--- src/source/io_system_pkg.sv ---
package io_system_pkg;

	// ~~~~~~~~~~~~~~~~~~~~~~~~~~~~~~
	// bus sizes
	// ~~~~~~~~~~~~~~~~~~~~~~~~~~~~~~

	localparam int port_width  = 16;
	localparam int data_width  = 32;
	localparam int byte_width  = 8;
	localparam int len_width   = 3;
	localparam int idx_width   = 2;
	localparam int fifo_depth  = 2;
	localparam int ptr_width   = $clog2(fifo_depth);
	localparam int count_width = $clog2(fifo_depth + 1);
	localparam int dev_count   = 13;

	// ~~~~~~~~~~~~~~~~~~~~~~~~~~~~~~
	// port map
	// ~~~~~~~~~~~~~~~~~~~~~~~~~~~~~~

	// disk data blocks are 8 ports wide, the control port sits apart
	localparam logic [port_width-1:0] hdd0_data_base = 16'h01F0;
	localparam logic [port_width-1:0] hdd0_ctl_port  = 16'h03F6;
	localparam logic [port_width-1:0] hdd1_data_base = 16'h0170;
	localparam logic [port_width-1:0] hdd1_ctl_port  = 16'h0376;
	localparam logic [port_width-1:0] joystick_port  = 16'h0201;
	localparam logic [port_width-1:0] floppy_base    = 16'h03F0;
	localparam logic [port_width-1:0] dma_master_base = 16'h00C0;
	localparam logic [port_width-1:0] dma_page_base  = 16'h0080;
	localparam logic [port_width-1:0] dma_slave_base = 16'h0000;
	localparam logic [port_width-1:0] pic_master_base = 16'h0020;
	localparam logic [port_width-1:0] pic_slave_base = 16'h00A0;
	localparam logic [port_width-1:0] pit_base       = 16'h0040;
	localparam logic [port_width-1:0] pit_ctl_port   = 16'h0061;
	localparam logic [port_width-1:0] ps2_io_base    = 16'h0060;
	localparam logic [port_width-1:0] ps2_ctl_base   = 16'h0090;
	localparam logic [port_width-1:0] rtc_base       = 16'h0070;
	localparam logic [port_width-1:0] fm_base        = 16'h0388;
	localparam logic [port_width-1:0] sb_base        = 16'h0220;
	localparam logic [port_width-1:0] uart_base      = 16'h03F8;
	localparam logic [port_width-1:0] mpu_base       = 16'h0330;
	localparam logic [port_width-1:0] vga_first      = 16'h03B0;
	localparam logic [port_width-1:0] vga_last       = 16'h03DF;

	// ~~~~~~~~~~~~~~~~~~~~~~~~~~~~~~
	// enums
	// ~~~~~~~~~~~~~~~~~~~~~~~~~~~~~~

	typedef enum logic {
		op_read,
		op_write
	} io_op_e;

	// the value doubles as the index into the read word array
	typedef enum logic [3:0] {
		dev_none,
		dev_hdd0,
		dev_hdd1,
		dev_floppy,
		dev_dma,
		dev_pic,
		dev_pit,
		dev_ps2,
		dev_rtc,
		dev_sound,
		dev_uart,
		dev_vga,
		dev_joystick
	} device_e;

	typedef enum logic [1:0] {
		st_idle,
		st_decode,
		st_access,
		st_finish
	} seq_state_e;

	// ~~~~~~~~~~~~~~~~~~~~~~~~~~~~~~
	// structs
	// ~~~~~~~~~~~~~~~~~~~~~~~~~~~~~~

	typedef struct packed {
		io_op_e                op;
		logic [port_width-1:0] address;
		logic [len_width-1:0]  length;
		logic [data_width-1:0] wdata;
	} io_req_t;

	typedef struct packed {
		logic [port_width-1:0] address;
		logic [data_width-1:0] wdata;
		logic [len_width-1:0]  size;
	} dev_cycle_t;

	typedef logic [dev_count-1:0][data_width-1:0] dev_rdata_t;

endpackage

--- src/source/io_request_capture.sv ---
`timescale 1ns/1ps

module io_request_capture (
	input  logic                                  clk_sys,
	input  logic                                  rst_n,
	input  logic                                  read_do,
	input  logic [io_system_pkg::port_width-1:0]  read_address,
	input  logic [io_system_pkg::len_width-1:0]   read_length,
	input  logic                                  write_do,
	input  logic [io_system_pkg::port_width-1:0]  write_address,
	input  logic [io_system_pkg::len_width-1:0]   write_length,
	input  logic [io_system_pkg::data_width-1:0]  write_data,
	input  logic                                  read_done,
	input  logic                                  write_done,
	output logic                                  push,
	output io_system_pkg::io_req_t                push_req
);

	logic read_pend;
	logic write_pend;
	logic read_start;
	logic write_start;

	assign write_start = write_do && !write_pend;
	assign read_start  = read_do && !read_pend;

	// a write that starts with a read goes first, the read follows next cycle
	always_ff @(posedge clk_sys) begin
		if (!rst_n) begin
			push       <= 1'b0;
			read_pend  <= 1'b0;
			write_pend <= 1'b0;
		end else begin
			push <= write_start || read_start;
			if (write_start)
				write_pend <= 1'b1;
			else if (write_done)
				write_pend <= 1'b0;
			if (read_start && !write_start)
				read_pend <= 1'b1;
			else if (read_done)
				read_pend <= 1'b0;
		end
	end

	always_ff @(posedge clk_sys) begin
		if (write_start)
			push_req <= '{op: io_system_pkg::op_write, address: write_address,
				length: write_length, wdata: write_data};
		else if (read_start)
			push_req <= '{op: io_system_pkg::op_read, address: read_address,
				length: read_length, wdata: '0};
	end

	// the sequencer only finishes requests that were pushed from here
	read_done_pending: assert property (@(posedge clk_sys) disable iff (!rst_n)
		read_done |-> read_pend);
	write_done_pending: assert property (@(posedge clk_sys) disable iff (!rst_n)
		write_done |-> write_pend);

endmodule

--- src/source/io_request_fifo.sv ---
`timescale 1ns/1ps

module io_request_fifo (
	input  logic                   clk_sys,
	input  logic                   rst_n,
	input  logic                   push,
	input  io_system_pkg::io_req_t push_req,
	input  logic                   pop,
	output io_system_pkg::io_req_t head,
	output logic                   empty,
	output logic                   full
);

	io_system_pkg::io_req_t mem [io_system_pkg::fifo_depth];

	logic [io_system_pkg::ptr_width-1:0]   wr_ptr;
	logic [io_system_pkg::ptr_width-1:0]   rd_ptr;
	logic [io_system_pkg::count_width-1:0] count;

	function automatic logic [io_system_pkg::ptr_width-1:0] next_ptr(
		input logic [io_system_pkg::ptr_width-1:0] ptr
	);
		if (ptr == io_system_pkg::ptr_width'(io_system_pkg::fifo_depth - 1))
			return '0;
		return ptr + 1'b1;
	endfunction

	assign head  = mem[rd_ptr];
	assign empty = (count == '0);
	assign full  = (count == io_system_pkg::count_width'(io_system_pkg::fifo_depth));

	always_ff @(posedge clk_sys) begin
		if (!rst_n) begin
			wr_ptr <= '0;
			rd_ptr <= '0;
			count  <= '0;
		end else begin
			if (push)
				wr_ptr <= next_ptr(wr_ptr);
			if (pop)
				rd_ptr <= next_ptr(rd_ptr);
			if (push && !pop)
				count <= count + 1'b1;
			else if (pop && !push)
				count <= count - 1'b1;
		end
	end

	always_ff @(posedge clk_sys) begin
		if (push)
			mem[wr_ptr] <= push_req;
	end

	// two channels with one request each can never exceed the depth
	no_overflow: assert property (@(posedge clk_sys) disable iff (!rst_n)
		push |-> !full);
	no_underflow: assert property (@(posedge clk_sys) disable iff (!rst_n)
		pop |-> !empty);

endmodule

--- src/source/io_port_decoder.sv ---
`timescale 1ns/1ps

module io_port_decoder (
	input  logic                                 clk_sys,
	input  logic                                 rst_n,
	input  logic [io_system_pkg::port_width-1:0] address,
	output io_system_pkg::device_e               device_sel,
	output logic                                 is_wide
);

	logic hit_hdd0;
	logic hit_hdd1;
	io_system_pkg::device_e next_sel;

	// true when addr falls in the aligned block of 2**span_log2 ports at base
	function automatic logic in_block(
		input logic [io_system_pkg::port_width-1:0] addr,
		input logic [io_system_pkg::port_width-1:0] base,
		input int                                   span_log2
	);
		return (addr >> span_log2) == (base >> span_log2);
	endfunction

	assign hit_hdd0 = in_block(address, io_system_pkg::hdd0_data_base, 3)
		|| (address == io_system_pkg::hdd0_ctl_port);
	assign hit_hdd1 = in_block(address, io_system_pkg::hdd1_data_base, 3)
		|| (address == io_system_pkg::hdd1_ctl_port);

	// ~~~~~~~~~~~~~~~~~~~~~~~~~~~~~~
	// priority decode
	// ~~~~~~~~~~~~~~~~~~~~~~~~~~~~~~

	// hdd0 is checked before the floppy so 3F6 lands on the disk
	always_comb begin
		if (hit_hdd0)
			next_sel = io_system_pkg::dev_hdd0;
		else if (hit_hdd1)
			next_sel = io_system_pkg::dev_hdd1;
		else if (address == io_system_pkg::joystick_port)
			next_sel = io_system_pkg::dev_joystick;
		else if (in_block(address, io_system_pkg::floppy_base, 3))
			next_sel = io_system_pkg::dev_floppy;
		else if (in_block(address, io_system_pkg::dma_master_base, 5)
			|| in_block(address, io_system_pkg::dma_page_base, 4)
			|| in_block(address, io_system_pkg::dma_slave_base, 4))
			next_sel = io_system_pkg::dev_dma;
		else if (in_block(address, io_system_pkg::pic_master_base, 1)
			|| in_block(address, io_system_pkg::pic_slave_base, 1))
			next_sel = io_system_pkg::dev_pic;
		else if (in_block(address, io_system_pkg::pit_base, 2)
			|| (address == io_system_pkg::pit_ctl_port))
			next_sel = io_system_pkg::dev_pit;
		else if (in_block(address, io_system_pkg::ps2_io_base, 3)
			|| in_block(address, io_system_pkg::ps2_ctl_base, 4))
			next_sel = io_system_pkg::dev_ps2;
		else if (in_block(address, io_system_pkg::rtc_base, 1))
			next_sel = io_system_pkg::dev_rtc;
		else if (in_block(address, io_system_pkg::fm_base, 2)
			|| in_block(address, io_system_pkg::sb_base, 4))
			next_sel = io_system_pkg::dev_sound;
		else if (in_block(address, io_system_pkg::uart_base, 3)
			|| in_block(address, io_system_pkg::mpu_base, 1))
			next_sel = io_system_pkg::dev_uart;
		else if (address >= io_system_pkg::vga_first && address <= io_system_pkg::vga_last)
			next_sel = io_system_pkg::dev_vga;
		else
			next_sel = io_system_pkg::dev_none;
	end

	always_ff @(posedge clk_sys) begin
		if (!rst_n) begin
			device_sel <= io_system_pkg::dev_none;
			is_wide    <= 1'b0;
		end else begin
			device_sel <= next_sel;
			// disk data registers sit below bit 9, control ports above
			is_wide    <= (hit_hdd0 || hit_hdd1) && !address[9];
		end
	end

endmodule

--- src/source/io_port_sequencer.sv ---
`timescale 1ns/1ps

module io_port_sequencer (
	input  logic                                 clk_sys,
	input  logic                                 rst_n,
	input  logic                                 empty,
	input  io_system_pkg::io_req_t               head,
	output logic                                 pop,
	output io_system_pkg::dev_cycle_t            dev_cycle,
	output io_system_pkg::device_e               dev_sel,
	output logic                                 dev_read,
	output logic                                 dev_write,
	input  io_system_pkg::dev_rdata_t            dev_rdata,
	output logic                                 read_done,
	output logic                                 write_done,
	output logic [io_system_pkg::data_width-1:0] read_data
);

	io_system_pkg::seq_state_e state;
	io_system_pkg::io_req_t    req;
	io_system_pkg::device_e    device_sel;

	logic                                 is_wide;
	logic [io_system_pkg::port_width-1:0] cur_addr;
	logic [io_system_pkg::idx_width-1:0]  byte_idx;
	logic [io_system_pkg::data_width-1:0] rdata_acc;
	logic [io_system_pkg::data_width-1:0] sampled_word;
	logic [io_system_pkg::byte_width-1:0] sampled_byte;
	logic [io_system_pkg::byte_width-1:0] write_byte;
	logic                                 last_byte;

	io_port_decoder decoder_i (
		.clk_sys    (clk_sys),
		.rst_n      (rst_n),
		.address    (cur_addr),
		.device_sel (device_sel),
		.is_wide    (is_wide)
	);

	assign sampled_word = dev_rdata[device_sel];
	// unmapped ports float high on a real bus
	assign sampled_byte = (device_sel == io_system_pkg::dev_none)
		? '1 : sampled_word[io_system_pkg::byte_width-1:0];
	assign write_byte   = req.wdata[{byte_idx, 3'b000} +: io_system_pkg::byte_width];
	assign last_byte    = ({1'b0, byte_idx} + 3'd1) == req.length;

	// ~~~~~~~~~~~~~~~~~~~~~~~~~~~~~~
	// processor and device outputs
	// ~~~~~~~~~~~~~~~~~~~~~~~~~~~~~~

	assign pop        = (state == io_system_pkg::st_idle) && !empty;
	assign dev_read   = (state == io_system_pkg::st_access) && (req.op == io_system_pkg::op_read);
	assign dev_write  = (state == io_system_pkg::st_access) && (req.op == io_system_pkg::op_write);
	assign read_done  = (state == io_system_pkg::st_finish) && (req.op == io_system_pkg::op_read);
	assign write_done = (state == io_system_pkg::st_finish) && (req.op == io_system_pkg::op_write);
	assign read_data  = rdata_acc;

	// the select is only shown while a strobe is out
	assign dev_sel = (state == io_system_pkg::st_access) ? device_sel : io_system_pkg::dev_none;

	assign dev_cycle.address = cur_addr;
	assign dev_cycle.wdata   = is_wide ? req.wdata
		: {{(io_system_pkg::data_width - io_system_pkg::byte_width){1'b0}}, write_byte};
	assign dev_cycle.size    = is_wide ? req.length : io_system_pkg::len_width'(1);

	// ~~~~~~~~~~~~~~~~~~~~~~~~~~~~~~
	// FSM
	// ~~~~~~~~~~~~~~~~~~~~~~~~~~~~~~

	always_ff @(posedge clk_sys) begin
		if (!rst_n) begin
			state <= io_system_pkg::st_idle;
		end else begin
			case (state)
				io_system_pkg::st_idle: begin
					if (!empty)
						state <= io_system_pkg::st_decode;
				end
				io_system_pkg::st_decode: begin
					state <= io_system_pkg::st_access;
				end
				io_system_pkg::st_access: begin
					// a wide port takes the whole request in one cycle
					if (is_wide || last_byte)
						state <= io_system_pkg::st_finish;
					else
						state <= io_system_pkg::st_decode;
				end
				default: begin
					state <= io_system_pkg::st_idle;
				end
			endcase
		end
	end

	always_ff @(posedge clk_sys) begin
		if (pop) begin
			req       <= head;
			cur_addr  <= head.address;
			byte_idx  <= '0;
			rdata_acc <= '0;
		end
		if (state == io_system_pkg::st_access) begin
			if (req.op == io_system_pkg::op_read) begin
				if (is_wide)
					rdata_acc <= sampled_word;
				else
					rdata_acc[{byte_idx, 3'b000} +: io_system_pkg::byte_width] <= sampled_byte;
			end
			cur_addr <= cur_addr + 1'b1;
			byte_idx <= byte_idx + 1'b1;
		end
	end

	no_read_write_overlap: assert property (@(posedge clk_sys) disable iff (!rst_n)
		!(dev_read && dev_write));

endmodule

--- src/source/io_system.sv ---
`timescale 1ns/1ps

module io_system (
	input  logic                                 clk_sys,
	input  logic                                 rst_n,

	input  logic                                 read_do,
	input  logic [io_system_pkg::port_width-1:0] read_address,
	input  logic [io_system_pkg::len_width-1:0]  read_length,
	output logic [io_system_pkg::data_width-1:0] read_data,
	output logic                                 read_done,
	input  logic                                 write_do,
	input  logic [io_system_pkg::port_width-1:0] write_address,
	input  logic [io_system_pkg::len_width-1:0]  write_length,
	input  logic [io_system_pkg::data_width-1:0] write_data,
	output logic                                 write_done,

	output io_system_pkg::dev_cycle_t            dev_cycle,
	output io_system_pkg::device_e               dev_sel,
	output logic                                 dev_read,
	output logic                                 dev_write,
	input  io_system_pkg::dev_rdata_t            dev_rdata
);

	io_system_pkg::io_req_t push_req;
	io_system_pkg::io_req_t head;

	logic push;
	logic pop;
	logic empty;

	io_request_capture capture_i (
		.clk_sys       (clk_sys),
		.rst_n         (rst_n),
		.read_do       (read_do),
		.read_address  (read_address),
		.read_length   (read_length),
		.write_do      (write_do),
		.write_address (write_address),
		.write_length  (write_length),
		.write_data    (write_data),
		.read_done     (read_done),
		.write_done    (write_done),
		.push          (push),
		.push_req      (push_req)
	);

	io_request_fifo fifo_i (
		.clk_sys  (clk_sys),
		.rst_n    (rst_n),
		.push     (push),
		.push_req (push_req),
		.pop      (pop),
		.head     (head),
		.empty    (empty),
		.full     ()
	);

	io_port_sequencer sequencer_i (
		.clk_sys    (clk_sys),
		.rst_n      (rst_n),
		.empty      (empty),
		.head       (head),
		.pop        (pop),
		.dev_cycle  (dev_cycle),
		.dev_sel    (dev_sel),
		.dev_read   (dev_read),
		.dev_write  (dev_write),
		.dev_rdata  (dev_rdata),
		.read_done  (read_done),
		.write_done (write_done),
		.read_data  (read_data)
	);

endmodule

--- config.mk ---
export PLATFORM = sky130hd
export DESIGN_NAME = io_system
export DESIGN_NICKNAME = d
export VERILOG_FILES = /design/src/source/io_system_pkg.sv /design/src/source/io_request_capture.sv /design/src/source/io_request_fifo.sv /design/src/source/io_port_decoder.sv /design/src/source/io_port_sequencer.sv /design/src/source/io_system.sv
export SDC_FILE = /design/constraint.sdc
export NUM_CORES = 1
export LEC_CHECK = 0
export BUFFER_PORTS_ARGS = -buffer_cell sky130_fd_sc_hd__buf_4
export CORE_AREA = 3 3 227 229
export CTS_CLUSTER_DIAMETER = 80
export DETAILED_ROUTE_END_ITERATION = 10
export DIE_AREA = 0 0 230 232
export PLACE_DENSITY_LB_ADDON = 0.05
export SYNTH_ARGS = -nofsm -noshare
export SYNTH_HDL_FRONTEND = slang
export SYNTH_SLANG_ARGS = --single-unit
--- constraint.sdc ---
create_clock -name clk_sys -period 2.93 [get_ports clk_sys]
set_input_delay 0.586 -clock clk_sys [delete_from_list [all_inputs] [get_ports clk_sys]]
set_output_delay 0.586 -clock clk_sys [all_outputs]
set_load 0.02 [all_outputs]
==> run_results.csv <==
group,metric,value,unit
die,dieHeight,232,um
setup_path,r2r_cells,8,
drt,dr_total_vias,12661,
min_path,whs_endpoint,"capture_i.push",
cells_and_area,nets,2292,
yosys,yosys.area.top_type,"edfxtp_1",
global_routing,grt_pass1_wl,90400,um
clock_tree,hold_buffers,0,
clock_tree,cts_buffers,29,
cells_and_area,fin_util,42.0,%
clock_tree,clk_latency,0.55,ns
die,fp-row-count,82,
drt,dr_wl_met3,3720,um
drt,drt_iter0_drc,938,
cells_and_area,nFillCells,4827,
drt,drt-pass1-iter-count,5,
sta,slew_headroom,42.9,%
yosys,ys_top_cells_by_count,"edfxtp_1 (209), mux2_2 (106), and2_1 (81)",
global_routing,grt_pass1_vias,12965,
yosys,synth_flop_cell,"edfxtp_1",
placed_design,port_buffers,580,
outcome,outcome,"finished clean",
die,die_x,230,um
yosys,ys_ff_latch,257,
setup_path,reg2reg_to,"sequencer_i.read_data[12]",
clock_tree,cts_root_buf,"clkbuf_16",
clock_tree,cts.htree.levels,1,
yosys,yosysSeqAreaShare,49.3,%
sta,layout_min_cycle_time,2.87,ns
yosys,synth_edf_count,209,
die,start_util,29.5,%
setup_path,cp-start-kind,"flop",
clock_tree,ctsResizeCount,0,
sta,rsz0062_at_grt,"no",
run,max-cap-violations,0,
pwr,p_leak,0.00821,uW
clock_tree,clock_path_buffers,3,
setup_path,rrSetupSlack,0.26,ns
yosys,avgSynthCellArea,12.1,um^2
cells_and_area,synthToLayoutAreaGrowth,42.6,%
global_routing,grt-ovfl-total,0,
placed_design,post-dp-hpwl,51500,um
drt,wl_met1,25600,um
global_routing,grt_antenna_before_repair,12,
cells_and_area,seqCellArea,7250,um^2
clock_tree,cts_setup_buffers,0,
setup_path,cp_data_required_time,2.34,ns
sta,final_hold_viol_count,0,
clock_tree,cts_tree,"built",
yosys,post-synth-top-count-cell,"edfxtp_1",
drt,met2WireLength,33400,um
yosys,syn_area,14700,um^2
die,core-area,49900,um^2
sta,tightest_slew,0.836,ns
drt,ant_nets,0,
yosys,netlist_instances,1213,
sta,finalCritPeriodShare,97.8,%
drt,drt_wl_total,64700,um
setup_path,worst_r2r_startpoint,"sequencer_i.decoder_i.device_sel[1]",
yosys,synth_top_cell_area_share,42.7,%
sta,setup_tns,0,ns
clock_tree,cts_sinks,257,
cells_and_area,drive_above_1_share,47.3,%
yosys,synth_area_leaders,"edfxtp_1 (43%), mux2_2 (8.1%), mux4_2 (7.2%), dfxtp_1 (6.5%), and2_1 (3.4%)",
pwr,p_per_area,649,nW/um^2
setup_path,worst-setup-path-type,"reg -> out",
yosys,yosys_warnings,0,
drt,drt-vias-per-instance,5.07,
setup_path,cp-end-kind,"output port",
clock_tree,clk_pin_slew,0.06,ns
die,die-area,53400,um^2
placed_design,gp_congestion,0.885,
sta,maxSlewViolCount,0,
sta,fmax,349,MHz
yosys,synth_fp_nets,1714,
pwr,max-vdd-ir-drop,0.539,mV
min_path,min_path_type,"in -> reg",
drt,drc_errors,0,
setup_path,arrival,2.28,ns
sta,finalSetupViolCount,0,
global_routing,grt_use_total,23.0,%
yosys,synth.distinct_cells,72,
global_routing,grt_max_degree,54,
die,ios,581,
drt,highest_layer,"met4",
min_path,holdPathStages,2,
sta,finClkSkew,0.0146,ns
min_path,hp-start,"rst_n",
setup_path,worstPathMaxFanout,7,
yosys,async_flop_share,0,%
drt,wl_per_cell,25.9,um
cells_and_area,multiInputGateArea,6910,um^2
[state kept, by name, indices dropped and copies added, names as in the netlist, named ones only]
name,cells
capture_i.push,1
capture_i.push_req,52
capture_i.read_pend,1
capture_i.write_pend,1
fifo_i.count,2
fifo_i.mem,104
fifo_i.rd_ptr,1
fifo_i.wr_ptr,1
sequencer_i.byte_idx,2
sequencer_i.cur_addr,16
sequencer_i.decoder_i.device_sel,4
sequencer_i.decoder_i.is_wide,1
sequencer_i.read_data,32
sequencer_i.req,36
sequencer_i.state,2
[through the flow]
stage,instances,area [um^2],power (uW),worst slack [ns],hold slack (ns)
3_5_place_dp,2431,20000,10100,0.144,0.430
3_3_place_gp,2431,20000,10100,0.133,0.422
6_report,2498,21000,13600,0.0633,0.303
5_1_grt,2497,21000,14300,0.00238,0.287
4_1_cts,2484,20900,13800,0.0524,0.261
2_1_floorplan,1213,14700,7850,0.258,0.421
[critical path: stages (launching register included)]
cell      delay (ns)
edfxtp_1        0.35
inv_1           0.14
nor2_1          0.40
buf_4           0.23
a22oi_1         0.07
o21ai_0         0.33
buf_4           0.22
[worst max path at each step]
stage                                                    from                         to  slack [ns]
after floorplan                                      write_do      capture_i.push_req[0]        0.26
after global placement    sequencer_i.decoder_i.device_sel[1]  sequencer_i.read_data[12]        0.13
after CTS                             sequencer_i.byte_idx[0]              dev_cycle[10]        0.05
after detailed placement  sequencer_i.decoder_i.device_sel[1]  sequencer_i.read_data[12]        0.14
after global routing                  sequencer_i.byte_idx[1]              dev_cycle[10]       0.002
final                                 sequencer_i.byte_idx[0]               dev_cycle[8]        0.06
[report_power, final]
| group | switching (uW) | internal (uW) |
|---|---|---|
| sequential | 614 | 4830 |
| combinational | 2590 | 1980 |
| clock | 1450 | 2150 |
| total | 4650 | 8960 |
[per-layer routing]
metal  vias up  GRT usage [%]
met3        82           3.95
met5         -              0
met2       472           41.0
li1       5893              -
met4         0           8.98
met1      6214           27.6
[final cells by class]
cell class                 instances  share of cell area (%)
clock buffer                      34                    3.55
timing repair buffer             635                    23.2
antenna                           13                   0.155
multi-input combinational        836                    33.0
tap                              672                    4.01
inverter                          32                   0.585
clock inverter                    19                   0.902
sequential                       257                    34.6
[layout by cell type, fill, tap and decap left out, types with 8 or more instances in the layout]
| master | instances |
|---|---|
| mux2i_1 | 49 |
| clkinv_1 | 10 |
| and2_1 | 80 |
| diode_2 | 13 |
| a21o_1 | 10 |
| a2111oi_0 | 8 |
| buf_12 | 8 |
| nor2_1 | 47 |
| nor3_1 | 11 |
| o211ai_1 | 39 |
| o21ai_0 | 43 |
| a21oi_1 | 50 |
| a22oi_1 | 21 |
| nand2_1 | 59 |
| buf_4 | 627 |
| a211oi_1 | 28 |
| a222oi_1 | 8 |
| xnor2_1 | 10 |
| xor2_1 | 11 |
| ha_1 | 11 |
| edfxtp_1 | 209 |
| nand3_1 | 17 |
| clkbuf_16 | 29 |
| mux4_2 | 47 |
| mux2_2 | 106 |
| nor2b_1 | 31 |
| dfxtp_1 | 42 |
| o22ai_1 | 43 |
| inv_1 | 30 |
[kinds of logic after synthesis]
logic type      count (synthesis)  synth area share (%)
fa+ha+maj                      11                 0.937
mux                           207                  19.4
simple gates                  298                  11.0
buf+inv                       120                  3.99
xor+xnor                       21                  1.25
flops                         257                  49.3
compound gates                299                  14.2
Note: power is estimated with default switching activity, not from simulation.
